$ cat config.mk
export PLATFORM = sky130hd
export DESIGN_NAME = bus_interconnect
export DESIGN_NICKNAME = d
export VERILOG_FILES = /design/src/hw/mcu_bus_pkg.sv /design/src/hw/bus_interconnect.sv
export VERILOG_INCLUDE_DIRS = /design/src /design/src/hw
export SDC_FILE = /design/constraint.sdc
export NUM_CORES = 1
export LEC_CHECK = 0
export BUFFER_PORTS_ARGS = -buffer_cell sky130_fd_sc_hd__buf_2
export CAP_MARGIN = 20
export CORE_AREA = 2 2 226 228
export DETAILED_ROUTE_END_ITERATION = 7
export DIE_AREA = 0 0 228 230
export PLACE_DENSITY = 0.41
export REMOVE_ABC_BUFFERS = 1
export SLEW_MARGIN = 0
export SYNTH_ARGS = -nofsm -noshare
export SYNTH_HDL_FRONTEND = slang
export SYNTH_SLANG_ARGS = --single-unit
$ cat constraint.sdc
create_clock -name clk -period 2.8 [get_ports clk]
set_input_delay 0.56 -clock clk [delete_from_list [all_inputs] [get_ports clk]]
set_output_delay 0.56 -clock clk [all_outputs]
set_load 0.05 [all_outputs]
$ cat src/hw/mcu_bus_cfg.svh
`ifndef MCU_BUS_CFG_SVH
`define MCU_BUS_CFG_SVH

// ====================
// Address map
// ====================

// Data memory
`define MCU_S0_BASE 32'h0000_0000
`define MCU_S0_LAST 32'h3FFF_FFFF
// UART register block, four words
`define MCU_S1_BASE 32'h4000_0000
`define MCU_S1_LAST 32'h4000_000F
// Simulation control, signature and halt
`define MCU_S2_BASE 32'hF000_0000
`define MCU_S2_LAST 32'hF000_0007

// Data memory depth in 32-bit words
`define MCU_MEM_WORDS 256

// UART timing, divisor is clocks per bit
`define MCU_CLOCK_FREQUENCY 100_000_000
`define MCU_BAUD_RATE 115_200
`define MCU_BAUD_DIV (`MCU_CLOCK_FREQUENCY / `MCU_BAUD_RATE)

`endif
$ cat src/hw/mcu_bus_pkg.sv
`default_nettype none

package mcu_bus_pkg;

    // AXI4-Lite response codes
    typedef enum logic [1:0] {
        OKAY   = 2'b00,
        SLVERR = 2'b10,
        DECERR = 2'b11
    } axil_resp_e;

    // Master side of one AXI4-Lite link
    typedef struct packed {
        logic        awvalid;
        logic [31:0] awaddr;
        logic        wvalid;
        logic [31:0] wdata;
        logic [3:0]  wstrb;
        logic        bready;
        logic        arvalid;
        logic [31:0] araddr;
        logic        rready;
    } axil_req_t;

    // Slave side of one AXI4-Lite link
    typedef struct packed {
        logic        awready;
        logic        wready;
        logic        bvalid;
        axil_resp_e  bresp;
        logic        arready;
        logic        rvalid;
        logic [31:0] rdata;
        axil_resp_e  rresp;
    } axil_rsp_t;

    // Interconnect target, order matches slave port index
    typedef enum logic [1:0] {SEL_MEM, SEL_UART, SEL_SIM, SEL_NONE} slave_sel_e;

    // UART register word offsets
    typedef enum logic [1:0] {REG_TXDATA, REG_RXDATA, REG_STATUS, REG_BAUD} uart_reg_e;

endpackage

`default_nettype wire

$ cat src/hw/bus_interconnect.sv
`timescale 1ns/1ps
`default_nettype none

`include "mcu_bus_cfg.svh"

module bus_interconnect (
    input  logic                   clk,
    input  logic                   reset,
    input  mcu_bus_pkg::axil_req_t host_req,
    output mcu_bus_pkg::axil_rsp_t host_rsp,
    output mcu_bus_pkg::axil_req_t mem_req,
    output mcu_bus_pkg::axil_req_t uart_req,
    output mcu_bus_pkg::axil_req_t sim_req,
    input  mcu_bus_pkg::axil_rsp_t mem_rsp,
    input  mcu_bus_pkg::axil_rsp_t uart_rsp,
    input  mcu_bus_pkg::axil_rsp_t sim_rsp
);

    // Region lookup
    function automatic mcu_bus_pkg::slave_sel_e decode(input logic [31:0] addr);
        if (addr >= `MCU_S0_BASE && addr <= `MCU_S0_LAST) return mcu_bus_pkg::SEL_MEM;
        if (addr >= `MCU_S1_BASE && addr <= `MCU_S1_LAST) return mcu_bus_pkg::SEL_UART;
        if (addr >= `MCU_S2_BASE && addr <= `MCU_S2_LAST) return mcu_bus_pkg::SEL_SIM;
        return mcu_bus_pkg::SEL_NONE;
    endfunction

    mcu_bus_pkg::slave_sel_e aw_dec, ar_dec, wr_sel, rd_sel, wr_cur, rd_cur;
    mcu_bus_pkg::axil_req_t  slv_req [3];
    mcu_bus_pkg::axil_rsp_t  slv_rsp [3];
    logic wr_open, rd_open;
    logic dec_aw, dec_ar, dec_bvalid, dec_rvalid;
    logic wr_accept, rd_accept, wr_done, rd_done;

    assign aw_dec = decode(host_req.awaddr);
    assign ar_dec = decode(host_req.araddr);
    // Held selection while a transaction is open
    assign wr_cur = wr_open ? wr_sel : aw_dec;
    assign rd_cur = rd_open ? rd_sel : ar_dec;

    // ====================
    // Request fan-out
    // ====================
    always_comb begin
        for (int i = 0; i < 3; i++) begin
            slv_req[i] = host_req;
            // New requests only when the channel is idle
            slv_req[i].awvalid = host_req.awvalid && !wr_open &&
                                 (aw_dec == mcu_bus_pkg::slave_sel_e'(i));
            slv_req[i].wvalid  = host_req.wvalid && !wr_open &&
                                 (aw_dec == mcu_bus_pkg::slave_sel_e'(i));
            slv_req[i].arvalid = host_req.arvalid && !rd_open &&
                                 (ar_dec == mcu_bus_pkg::slave_sel_e'(i));
            slv_req[i].bready  = host_req.bready && (wr_cur == mcu_bus_pkg::slave_sel_e'(i));
            slv_req[i].rready  = host_req.rready && (rd_cur == mcu_bus_pkg::slave_sel_e'(i));
        end
    end

    assign mem_req    = slv_req[0];
    assign uart_req   = slv_req[1];
    assign sim_req    = slv_req[2];
    assign slv_rsp[0] = mem_rsp;
    assign slv_rsp[1] = uart_rsp;
    assign slv_rsp[2] = sim_rsp;

    // Unmapped accesses taken at once
    assign dec_aw = host_req.awvalid && host_req.wvalid && !wr_open &&
                    (aw_dec == mcu_bus_pkg::SEL_NONE);
    assign dec_ar = host_req.arvalid && !rd_open && (ar_dec == mcu_bus_pkg::SEL_NONE);

    // ====================
    // Response mux
    // ====================
    always_comb begin
        host_rsp = '0;
        if (wr_cur == mcu_bus_pkg::SEL_NONE) begin
            host_rsp.awready = dec_aw;
            host_rsp.wready  = dec_aw;
            host_rsp.bvalid  = dec_bvalid;
            host_rsp.bresp   = mcu_bus_pkg::DECERR;
        end else begin
            host_rsp.awready = slv_rsp[wr_cur].awready;
            host_rsp.wready  = slv_rsp[wr_cur].wready;
            host_rsp.bvalid  = slv_rsp[wr_cur].bvalid;
            host_rsp.bresp   = slv_rsp[wr_cur].bresp;
        end
        if (rd_cur == mcu_bus_pkg::SEL_NONE) begin
            // Read data stays zero
            host_rsp.arready = dec_ar;
            host_rsp.rvalid  = dec_rvalid;
            host_rsp.rresp   = mcu_bus_pkg::DECERR;
        end else begin
            host_rsp.arready = slv_rsp[rd_cur].arready;
            host_rsp.rvalid  = slv_rsp[rd_cur].rvalid;
            host_rsp.rdata   = slv_rsp[rd_cur].rdata;
            host_rsp.rresp   = slv_rsp[rd_cur].rresp;
        end
    end

    assign wr_accept = host_req.awvalid && host_rsp.awready;
    assign rd_accept = host_req.arvalid && host_rsp.arready;
    assign wr_done   = host_rsp.bvalid && host_req.bready;
    assign rd_done   = host_rsp.rvalid && host_req.rready;

    // Channel tracking and DECERR responder
    always_ff @(posedge clk) begin
        if (reset) begin
            wr_open    <= 1'b0;
            rd_open    <= 1'b0;
            wr_sel     <= mcu_bus_pkg::SEL_NONE;
            rd_sel     <= mcu_bus_pkg::SEL_NONE;
            dec_bvalid <= 1'b0;
            dec_rvalid <= 1'b0;
        end else begin
            if (wr_accept) begin
                wr_open <= 1'b1;
                wr_sel  <= aw_dec;
            end else if (wr_done) begin
                wr_open <= 1'b0;
            end
            if (rd_accept) begin
                rd_open <= 1'b1;
                rd_sel  <= ar_dec;
            end else if (rd_done) begin
                rd_open <= 1'b0;
            end
            if (dec_aw) dec_bvalid <= 1'b1;
            else if (host_req.bready) dec_bvalid <= 1'b0;
            if (dec_ar) dec_rvalid <= 1'b1;
            else if (host_req.rready) dec_rvalid <= 1'b0;
        end
    end

    // Slave responses only belong to an open, mapped transaction
    a_wr_sel_mapped: assert property (@(posedge clk) disable iff (reset)
        (mem_rsp.bvalid || uart_rsp.bvalid || sim_rsp.bvalid) |->
        (wr_open && wr_sel != mcu_bus_pkg::SEL_NONE));
    a_rd_sel_mapped: assert property (@(posedge clk) disable iff (reset)
        (mem_rsp.rvalid || uart_rsp.rvalid || sim_rsp.rvalid) |->
        (rd_open && rd_sel != mcu_bus_pkg::SEL_NONE));
    a_aw_onehot: assert property (@(posedge clk) disable iff (reset)
        $onehot0({mem_req.awvalid, uart_req.awvalid, sim_req.awvalid}));

endmodule

`default_nettype wire

# Word-level counts from Yosys, hierarchy flattened
# Index checks and enable logic that the tools add are counted.
op_classes:
  n_reduce_logical: 42
  mux: 44
  n_bitwise: 2
  n_eq_ne: 12
  magnitude_cmp: 14
ops:
  columns: ["cell", "count"]
  rows:
  - ["binary-select mux 41 bit (select 2 bit)", 2]
  - ["2-to-1 mux 41 bit", 2]
  - ["2-to-1 mux 36 bit", 2]
  - ["greater-or-equal comparator 32 x 1 -> 1 bit, second input constant", 2]
  - ["greater-or-equal comparator 32 x 31 -> 1 bit, second input constant", 2]
  - ["greater-or-equal comparator 32 bit, second input constant", 2]
  - ["<= comparator 32 x 30 -> 1 bit, second input constant", 2]
  - ["<= comparator 32 x 31 -> 1 bit, second input constant", 2]
  - ["<= comparator 32 bit, second input constant", 2]
  - ["logical AND 1 bit", 32]
  - ["2-to-1 mux 2 bit", 16]
  - ["2-to-1 mux 32 bit", 1]
  - ["2-to-1 mux 1 bit", 20]
  - ["== test 2 bit, second input constant", 8]
  - ["== test 2 x 1 -> 1 bit, second input constant", 4]
  - ["zero test 2 bit", 4]
  - ["nonzero test 2 bit", 4]
  - ["greater-or-equal comparator 3 bit, second input constant", 2]
  - ["inverter 2 -> 3 bit", 2]
  - ["2-to-1 mux 5 bit", 1]
  - ["zero test 1 bit", 2]
word_totals:
  word_cells: 120
  out_inout_bits: 356
  reg_bits: 8
  in_bits: 230

# Logic depth before layout (Yosys ltp)
# Gate-level depths: netlist of the first run.
logic_depth:
  ltp_word: 18
  depth_mapped: 9
  ltp_nobuf: 7

# Least setup slack after synthesis of the first run
# No wires, ideal clock.
synth_timing:
  kind: "input -> output"
  start: "input host_req[28] in the netlist's numbering"
  end: "output host_rsp[27] in the netlist's numbering"
  t_required_ps: 2240
  slack_ps: -830
  stages: 8
  t_arrival_ps: 3070
  cell_sequence: "nor4b_1 > nand4_1 > o211ai_1 > nand2_1 > buf_2 > buf_2 > mux2i_1 > o21ai_0"
synth_lines:
  columns: ["element", "line_no", "text"]
  rows:
  - ["start: declaration", "bus_interconnect.sv:9", "input mcu_bus_pkg::axil_req_t host_req,"]
  - ["end: declaration", "bus_interconnect.sv:10", "output mcu_bus_pkg::axil_rsp_t host_rsp,"]

==> impl_metrics.tcl, run 1 <==
set metrics [dict create \
    status "finished, violations left" \
    violations "setup timing" \
    cp_top_family "buffers and inverters" \
    io_pins 586 \
    cpPeakStageDelay_ps 300 \
    drtAntennaViolNets 0 \
    synth_area_um2 3950 \
    hp-class "reg -> reg" \
    synth_cells 556 \
    critPathMaxFanout 7 \
    cts_buffer_depth 2 \
    reg2regPathDepth 7 \
    clock_latency_ps 240 \
    final_util_pct 14.0 \
    clock.fmax_mhz 313 \
    power.total_mw 3.50 \
    clockPowerShare_pct 7.2 \
    final_common_cell "buf_2" \
    clkTransAtPathRegs_ps 40 \
    crit_buf_inv 7 \
    start_kind "input port" \
    finalCritPeriodShare_pct 114 \
    grt-ovfl-total 0 \
    arrival_ps 2630 \
    wl_per_cell_um 23.8 \
    timing_hold_violations_final 0 \
    drive_above_1_share_pct 83.9 \
    slowest_stage "nor4_4" \
    intPower_mw 1.49 \
    layout.area.seq_um2 160 \
    crit_required_ps 2240 \
    synth.avg_cell_area_um2 7.11 \
    coreArea_um2 49900 \
    crit_path_end_kind "primary output" \
    cellLeakagePower_nw 3.56 \
    r2r_end "rd_sel[0]" \
    final.setup.worst_slack_ps -394 \
    ir_drop_uv 183 \
    final_cell_mix "354 x buf_2, 97 x buf_4, 62 x buf_6, 38 x mux2i_1, 27 x o21ai_2" \
    via_per_inst 3.28 \
    antenna_found_initial 3 \
    drc 0 \
    multi_input_area_um2 2050 \
    setup_viol 50 \
    ys_seq_area_share_pct 4.05 \
    layout.nets 1019 \
    num_rows 82 \
    n_antenna_cell 0 \
    worstSetupPathType "in -> out" \
    ys_types 46 \
    synth-async-reset-ratio_pct 0 \
    pwr-share-seq_pct 4.2 \
    clkSinkCount 8 \
    switchingPower_mw 2.00 \
    synth_edf_count 0 \
    worstPathCellList "buf_8 > nor4_4 > nand4_1 > buf_4 > o211ai_1 > buf_4 > nand2_8 > nor2_4 > buf_12 > buf_12 > nand2_2 > o21ai_2 > buf_4 > buf_12" \
    period_needed_ps 3190 \
    combinationalPowerShare_pct 88.7 \
    holdPathStages 2 \
    dp.final_hpwl_mm 28.7 \
    drv_cap 0 \
    gp_congestion 0.970 \
    rrSetupSlack_ps 670 \
    switching_share_pct 57.3 \
    min_to "wr_sel[0]" \
    ctsHtreeMaxLevel 1 \
    place_ws_ps -530 \
    wirelength_mm 34.7 \
    cts_made_buffers 3 \
    reg2reg_from "rd_open" \
    cts_hold_buf 0 \
    finalMaxSlewViolations 0 \
    cts_tree "done" \
    synth_seq_cells 8 \
    final_cell_area_um2 6960 \
    drtPass1Iterations 4 \
    grt_max_degree 37 \
    ys.flop_type "dfxtp_1" \
    io_buffers 417 \
    drtIter0Drc 130 \
    grt_usage_pct 12.6 \
    dieArea_um2 52400 \
    clock_skew_ps 0.126 \
    grt_pass1_vias 4724 \
    powerDensity_nw_per_um2 502 \
    worstHoldStart "wr_sel[0]" \
    placed_area_um2 5510 \
    num_vias 4786 \
    cts_root_buffer "clkbuf_16" \
    yosysWarnings 0 \
    die_h_um 230 \
    die_w_um 228 \
    slew_headroom_pct 65.4 \
    fillers 5717 \
    grt_pass1_wl_mm 43.9 \
    worst_pin_slew_ps 504 \
    rsz0062_at_grt "true" \
    synthToLayoutAreaGrowth_pct 76.1 \
    initial_core_util_pct 7.93 \
]
## per-stage QoR
step / TNS (ps) / cells / hold WS [ps]
after floorplan: -82320 / 241 / 430
after global placement: -19950 / 1426 / 458
after detailed placement: -20290 / 1426 / 454
after CTS: -13710 / 1457 / 466
after global routing: -21290 / 1459 / 475
final: -14490 / 1459 / 457
## worst register-to-register path, cell delays in order (launching register included)
cell and delay [ps]:
dfxtp_1 390, mux2i_1 490, nand2_8 120, buf_12 190, mux2i_4 220, buf_4 150, o311a_4 320, mux2i_1 120
## timing repair
item	in CTS	in global routing
gates cloned	8	0
pin swaps	34	33
setup endpoints to repair	53	56
buffers inserted	23	7
resized for setup	218	79
## power by group through the flow
stage	Clock (mW)	Combinational [mW]	Sequential [mW]
after floorplan	0	0.960	0.148
after global routing	0.270	3.24	0.149
after global placement	0	2.43	0.146
after detailed placement	0	2.43	0.146
final	0.251	3.10	0.146
after CTS	0.265	3.02	0.146
## logic make-up after synthesis
kind of cell | after synthesis | synth area share (%)
flip-flops | 8 | 4.05
multiplexers | 44 | 11.1
AND/OR/NAND/NOR | 117 | 15.7
buffers and inverters | 322 | 59.3
AO/OA/AOI/OAI | 65 | 9.78
## per-layer routing
layer	vias to the layer above	wire length [µm]	global-route usage [%]	part of all wire, %
met3	31	5790	9.50	17
met4	8	860	3.21	2.5
met5	-	437	6.34	1.3
met1	2229	12600	13.0	36
met2	496	15000	19.4	43
li1	2022	-	-	-
## state kept, by name, summed over array words and instances (netlist names)
signal / count
wr_sel: 2
dec_rvalid: 1
rd_sel: 2
dec_bvalid: 1
wr_open: 1
rd_open: 1
## cell type report
cell class	count	share of cell area (%)
repair buffers	543	54.7
well taps	672	12.1
multi-input cells	226	29.4
inverters	7	0.377
flip-flops and latches	8	2.30
clock buffers	3	1.08
## how the worst max path moves through the flow
| stage | start | to | slack, ps | cells past startpoint |
|---|---|---|---|---|
| after global routing | host_req[5] | host_rsp[35] | -530 | 13 |
| after global placement | host_req[12] | host_rsp[32] | -530 | 12 |
| after floorplan | host_req[28] | host_rsp[10] | -2100 | 7 |
| after CTS | host_req[12] | host_rsp[35] | -370 | 12 |
| final | host_req[5] | host_rsp[32] | -390 | 14 |
| after detailed placement | host_req[12] | host_rsp[35] | -530 | 12 |
## synthesized netlist by cell type (all sizes together) (2+ instances only)
| cell | count | area share, % |
|---|---|---|
| nor2 | 17 | 1.6 |
| nor4b | 2 | 0.44 |
| a221oi | 2 | 0.60 |
| clkbuf | 9 | 0.85 |
| a21o | 2 | 0.41 |
| nand4 | 5 | 0.79 |
| a41oi | 2 | 0.44 |
| nand2b | 6 | 0.95 |
| nor3 | 10 | 1.3 |
| dfxtp | 8 | 4.1 |
| and2 | 5 | 0.85 |
| o21ai | 36 | 4.6 |
| nand3 | 2 | 0.25 |
| nand2 | 44 | 4.2 |
| or4 | 2 | 0.57 |
| o211ai | 2 | 0.38 |
| a21oi | 11 | 1.4 |
| mux2i | 44 | 11 |
| nor4 | 8 | 1.8 |
| nand4b | 3 | 0.66 |
| a31oi | 3 | 0.47 |
| buf | 306 | 58 |
| inv | 7 | 0.66 |
| or3 | 2 | 0.32 |
| or2 | 4 | 0.63 |
| and3 | 2 | 0.32 |
Note: power is estimated with default switching activity, not from simulation.
==> run 2: changes to the inputs <==
- clock period: 2.8 -> 3.5 ns (I/O delays scaled with it)
==> run 2 against run 1 <==
Critical endpoint is now host_rsp[35]. Via count is 6.3% lower. The flow now finishes without violations. Sequential cell count unchanged. Largest power group unchanged. First-iteration DRC count up 39%.
==> impl_metrics.tcl, run 2 (synthesis gave the netlist of run 1 again) <==
set metrics [dict create \
    status "finished, final reports clean" \
    worst_pin_slew_ps 374 \
    rsz0062_at_grt "true" \
    rrSetupSlack_ps 1300 \
    drtPass1Iterations 4 \
    antenna_found_initial 5 \
    grt_usage_pct 11.4 \
    hp-class "reg -> reg" \
    ctsHtreeMaxLevel 1 \
    fillers 5849 \
    cts_root_buffer "clkbuf_16" \
    place_ws_ps -199 \
    clock_latency_ps 230 \
    grt_max_degree 37 \
    cts_hold_buf 0 \
    powerDensity_nw_per_um2 419 \
    drive_above_1_share_pct 71.5 \
    num_vias 4485 \
    worstHoldStart "wr_sel[0]" \
    period_needed_ps 3490 \
    slew_headroom_pct 75.3 \
    ir_drop_uv 180 \
    worstSetupPathType "in -> out" \
    drtAntennaViolNets 0 \
    num_rows 82 \
    clkSinkCount 8 \
    reg2reg_from "wr_open" \
    finalMaxSlewViolations 0 \
    crit_required_ps 2800 \
    clock_skew_ps 0.266 \
    final_common_cell "buf_2" \
    drv_cap 0 \
    cellLeakagePower_nw 2.92 \
    initial_core_util_pct 7.93 \
    gp_congestion 1.00 \
    critPathMaxFanout 13 \
    start_kind "input port" \
    crit_path_end_kind "primary output" \
    wl_per_cell_um 23.1 \
    layout.nets 958 \
    grt_pass1_wl_mm 39.7 \
    final.setup.worst_slack_ps 13.1 \
    drc 0 \
    synthToLayoutAreaGrowth_pct 41.4 \
    drtIter0Drc 181 \
    die_w_um 228 \
    power.total_mw 2.34 \
    io_buffers 417 \
    cts_buffer_depth 2 \
    dieArea_um2 52400 \
    coreArea_um2 49900 \
    clkTransAtPathRegs_ps 40 \
    startpoint "host_req[13]" \
    dp.final_hpwl_mm 28.7 \
    finalCritPeriodShare_pct 99.6 \
    grt-ovfl-total 0 \
    cts_tree "done" \
    timing_hold_violations_final 0 \
    arrival_ps 2790 \
    grt_pass1_vias 4191 \
    wirelength_mm 32.3 \
    via_per_inst 3.21 \
    clock.fmax_mhz 287 \
    final_cell_mix "373 x buf_2, 77 x buf_4, 42 x nand2_1, 41 x mux2i_1, 22 x o21ai_0" \
    cts_made_buffers 3 \
    io_pins 586 \
    setup_viol 0 \
    hold_ws_ps 462 \
    die_h_um 230 \
    reg.largest.list "rd_sel: 2 flops, wr_sel: 2 flops" \
]
[run 2: final cells by class]
type | instances | area (µm²) | share of cell area [%]
diodes | 1 | 2.50 | 0.0448
clock buffers | 3 | 75.1 | 1.34
inverters | 7 | 26.3 | 0.470
multi-input cells | 226 | 1570 | 28.1
flip-flops and latches | 8 | 160 | 2.86
well taps | 672 | 841 | 15.0
repair buffers | 482 | 2920 | 52.2
[run 2: critical path, stage by stage]
cell	delay, ps
buf_2	110
nor4_2	340
nand4_1	130
buf_4	170
o211ai_1	290
nand2_4	200
buf_12	210
mux2i_2	230
o2bb2ai_2	100
nand2b_4	150
buf_12	140
[run 2: metrics by stage]
| step | cells | util [%] | cell area, µm² | TNS (ps) |
|---|---|---|---|---|
| finish | 1399 | 11.2 | 5590 | 0 |
| CTS | 1394 | 10.7 | 5320 | 0 |
| global route | 1398 | 11.2 | 5590 | -195 |
| detailed placement | 1389 | 10.4 | 5180 | -2200 |
| floorplan | 241 | - | 1630 | -61780 |
| global placement | 1389 | 10.4 | 5180 | -1040 |
[run 2: worst paths after layout]
check	endpoint	cells after the start
worst max-delay path	host_rsp[35]	11
worst min-delay path	wr_sel[0]	2
worst max register to register	wr_sel[0]	9
worst min register to register	wr_sel[0]	2
[run 2: timing repair]
| item | 4_1_cts | 5_1_grt |
|---|---|---|
| cloned | 0 | 2 |
| setup buffers | 2 | 2 |
| endpoints found under the setup margin | 41 | 43 |
| pin swaps | 3 | 3 |
| resized for setup | 12 | 91 |
[run 2: metal layers]
layer  vias up  GRT usage (%)  share of wire [%]
met3        30           10.7                 20
met5         -           6.53               0.88
met1      2035           11.1                 35
li1       1894              -                  -
met2       514           17.0                 43
met4        12           2.29                1.8
[run 2: power by group]
part | leakage, nW | switching, mW | total (mW) | internal [mW]
clock | 0.0370 | 0.0517 | 0.200 | 0.148
combinational | 2.81 | 1.36 | 2.02 | 0.662
sequential | 0.0659 | 0.0154 | 0.121 | 0.106
total | 2.92 | 1.43 | 2.34 | 0.916
==> run 3: changes to the inputs <==
- ABC_AREA: unset -> 1
- CORE_AREA: 2 2 226 228 -> 2 2 227 229
- DIE_AREA: 0 0 228 230 -> 0 0 229 231
==> run 3 against run 2 <==
Count of clock-buffer cells in the layout stayed put. Sequential share of layout area is 0.30 points higher. Register-to-register slack better by 350 ps. Synthesized area is 0.76% higher. Largest power group unchanged. Critical path depth is 3 higher. Via count is 1.3% higher. Sequential cell count stayed put. Combinational power is 40% lower. Clock skew hardly changed. Critical path type unchanged. Synthesized cell count is 15% higher.
==> impl_metrics.tcl, run 3 <==
set metrics [dict create \
    final.setup.worst_slack_ps 135 \
    wirelength_mm 27.4 \
    netlist_top_cells_area "buf_4 57%, nand2_1 14%, nand3_1 5.9%" \
    clock.fmax_mhz 297 \
    grt_pass1_vias 4138 \
    crit_required_ps 2800 \
    arrival_ps 2670 \
    io_pins 586 \
    drtAntennaViolNets 0 \
    synth_edf_count 0 \
    finalMaxSlewViolations 0 \
    reg.largest.list "rd_sel: 2 flops, wr_sel: 2 flops" \
    finalCritPeriodShare_pct 96.2 \
    via_per_inst 3.10 \
    hold_ws_ps 468 \
    ctsHtreeMaxLevel 1 \
    coreArea_um2 50700 \
    grt_usage_pct 9.84 \
    met2_length_mm 10.5 \
    wl_per_cell_um 18.7 \
    powerDensity_nw_per_um2 303 \
    cellLeakagePower_nw 2.73 \
    wl_met3_mm 5.96 \
    synth_cells 637 \
    final_common_cell "buf_2" \
    wl_met1_mm 10.4 \
    cts_made_buffers 3 \
    clkSinkCount 8 \
    yosysMostFrequentCell "buf_4" \
    r2r_end "rd_sel[0]" \
    dieArea_um2 52900 \
    fin_tns_setup_ps 0 \
    placed_area_um2 4900 \
    status "finished, final reports clean" \
    grt_max_degree 28 \
    clock_latency_ps 240 \
    synth_compound_area_share_pct 5.53 \
    endpoint "host_rsp[5]" \
    synthToLayoutAreaGrowth_pct 27.0 \
    synth_area_um2 3980 \
    cts_buffer_depth 2 \
    synth.avg_cell_area_um2 6.25 \
    worstSetupPathType "in -> out" \
    period_needed_ps 3370 \
    crit_buf_inv 5 \
    crit_path_end_kind "primary output" \
    io_buffers 417 \
    cp_num_cells 14 \
    slew_headroom_pct 74.1 \
    final_cell_area_um2 5060 \
    grt_pass1_wl_mm 35.4 \
    die_w_um 229 \
    yosysTopAreaCell "buf_4" \
    reg2reg_from "rd_open" \
    antenna_found_initial 3 \
    dp.final_hpwl_mm 24.2 \
    cpPeakStageDelay_ps 230 \
    ys_seq_area_share_pct 4.02 \
    synthXorXnorAreaFrac_pct 0 \
    setup_viol 0 \
    synth_seq_cells 8 \
    grt-ovfl-total 0 \
    die_h_um 231 \
    startpoint "host_req[23]" \
    place_ws_ps -200 \
    synth_common_cells "304 x buf_4, 145 x nand2_1, 47 x nand3_1, 43 x nor2_1, 19 x inv_1" \
    ys_types 33 \
    synth_top_area_share_pct 57.3 \
    num_vias 4544 \
    drtIter0Drc 148 \
    timing_hold_violations_final 0 \
    ir_drop_uv 108 \
    synthAdderAreaFrac_pct 0 \
    synth-async-reset-ratio_pct 0 \
    synth_top_family_by_area "buffers and inverters" \
    final_cell_mix "409 x buf_2, 145 x nand2_1, 47 x nand3_1, 42 x nor2_1, 31 x buf_4" \
    yosysWarnings 0 \
    gp_congestion 0.869 \
    num_rows 83 \
    cts_hold_buf 0 \
    reg2regPathDepth 11 \
    start_kind "input port" \
    layout.nets 1015 \
    power.total_mw 1.53 \
    drc 0 \
    hp-class "reg -> reg" \
    cp_top_family "buffers and inverters" \
    cts_root_buffer "clkbuf_16" \
    critPathMaxFanout 7 \
    drtPass1Iterations 4 \
    initial_core_util_pct 7.86 \
    cts_tree "done" \
    drv_cap 0 \
    worst_pin_slew_ps 385 \
    ys.flop_type "dfxtp_1" \
    worstPathCellList "buf_2 > nor2_2 > nand2_1 > nor2_1 > nand2_1 > o21ai_4 > a21boi_4 > buf_4 > nand2_2 > clkinv_2 > buf_4 > a22oi_2 > nand2_1 > buf_2" \
    clock_skew_ps 0.160 \
    rrSetupSlack_ps 1650 \
    slowest_stage "a22oi_2" \
    clkTransAtPathRegs_ps 40 \
    muxShareOfSynthArea_pct 0 \
    synth-simple-area-share_pct 29.8 \
    top_layer_used "met5" \
    drive_above_1_share_pct 63.3 \
    path_common_cell "nand2_1" \
]
run 3: worst reg2reg max path, stage by stage, from the launching register on:
cell and delay [ps]:
dfxtp_1 360, inv_2 150, or2_1 140, a21boi_4 300, buf_4 220, nand2_1 60
nand2_1 60, nand2_1 100, nand3_4 110, nand2_2 80, nand2_1 60, nand3_1 60
run 3: how the worst min path moves through the flow:
| stage | start | end | cells past startpoint | slack [ps] |
|---|---|---|---|---|
| finish | dec_bvalid | dec_bvalid | 2 | 470 |
| global route | dec_bvalid | dec_bvalid | 2 | 490 |
| CTS | rd_sel[0] | rd_sel[0] | 2 | 470 |
| detailed placement | rd_sel[0] | rd_sel[0] | 2 | 460 |
| global placement | dec_bvalid | dec_bvalid | 2 | 460 |
| floorplan | rd_sel[0] | rd_sel[0] | 2 | 420 |
run 3: layer usage:
metal | global-route usage, % | vias to the layer above
li1 | - | 1988
met1 | 10.3 | 2029
met2 | 13.6 | 494
met3 | 9.62 | 27
met4 | 1.66 | 6
met5 | 5.70 | -
run 3: timing repair:
| action | 4_1_cts | 5_1_grt |
|---|---|---|
| buffers inserted | 1 | 1 |
| endpoints found under the hold margin | 0 | 0 |
| setup endpoints to repair | 27 | 30 |
| gates cloned | 1 | 0 |
| gates resized for setup | 1 | 10 |
| pin swaps | 1 | 1 |
run 3: cell type report:
class | count | area [µm²]
Inverter | 25 | 96.3
Fill cell | 6011 | 45600
Tap cell | 680 | 851
Clock buffer | 3 | 75.1
Antenna cell | 2 | 5.00
Multi-Input combinational cell | 296 | 1440
Timing Repair Buffer | 451 | 2440
Sequential cell | 8 | 160
run 3: power by group:
| part | total, mW | switching [mW] | internal, mW |
|---|---|---|---|
| combinational | 1.22 | 0.922 | 0.301 |
| sequential | 0.108 | 0.00794 | 0.100 |
| clock | 0.204 | 0.0555 | 0.148 |
run 3: cells by family (layout without fill, tap and decap cells):
family / Yosys count / count (layout)
compound gates: 25 / 25
buf+inv: 334 / 479
other cells: 0 / 2
simple gates: 270 / 271
flops: 8 / 8
run 3: stage by stage:
step / cells / util (%)
after floorplan: 328 / -
after global placement: 1457 / 9.66
after detailed placement: 1457 / 9.66
after CTS: 1462 / 9.87
after global routing: 1465 / 9.99
final: 1465 / 9.99
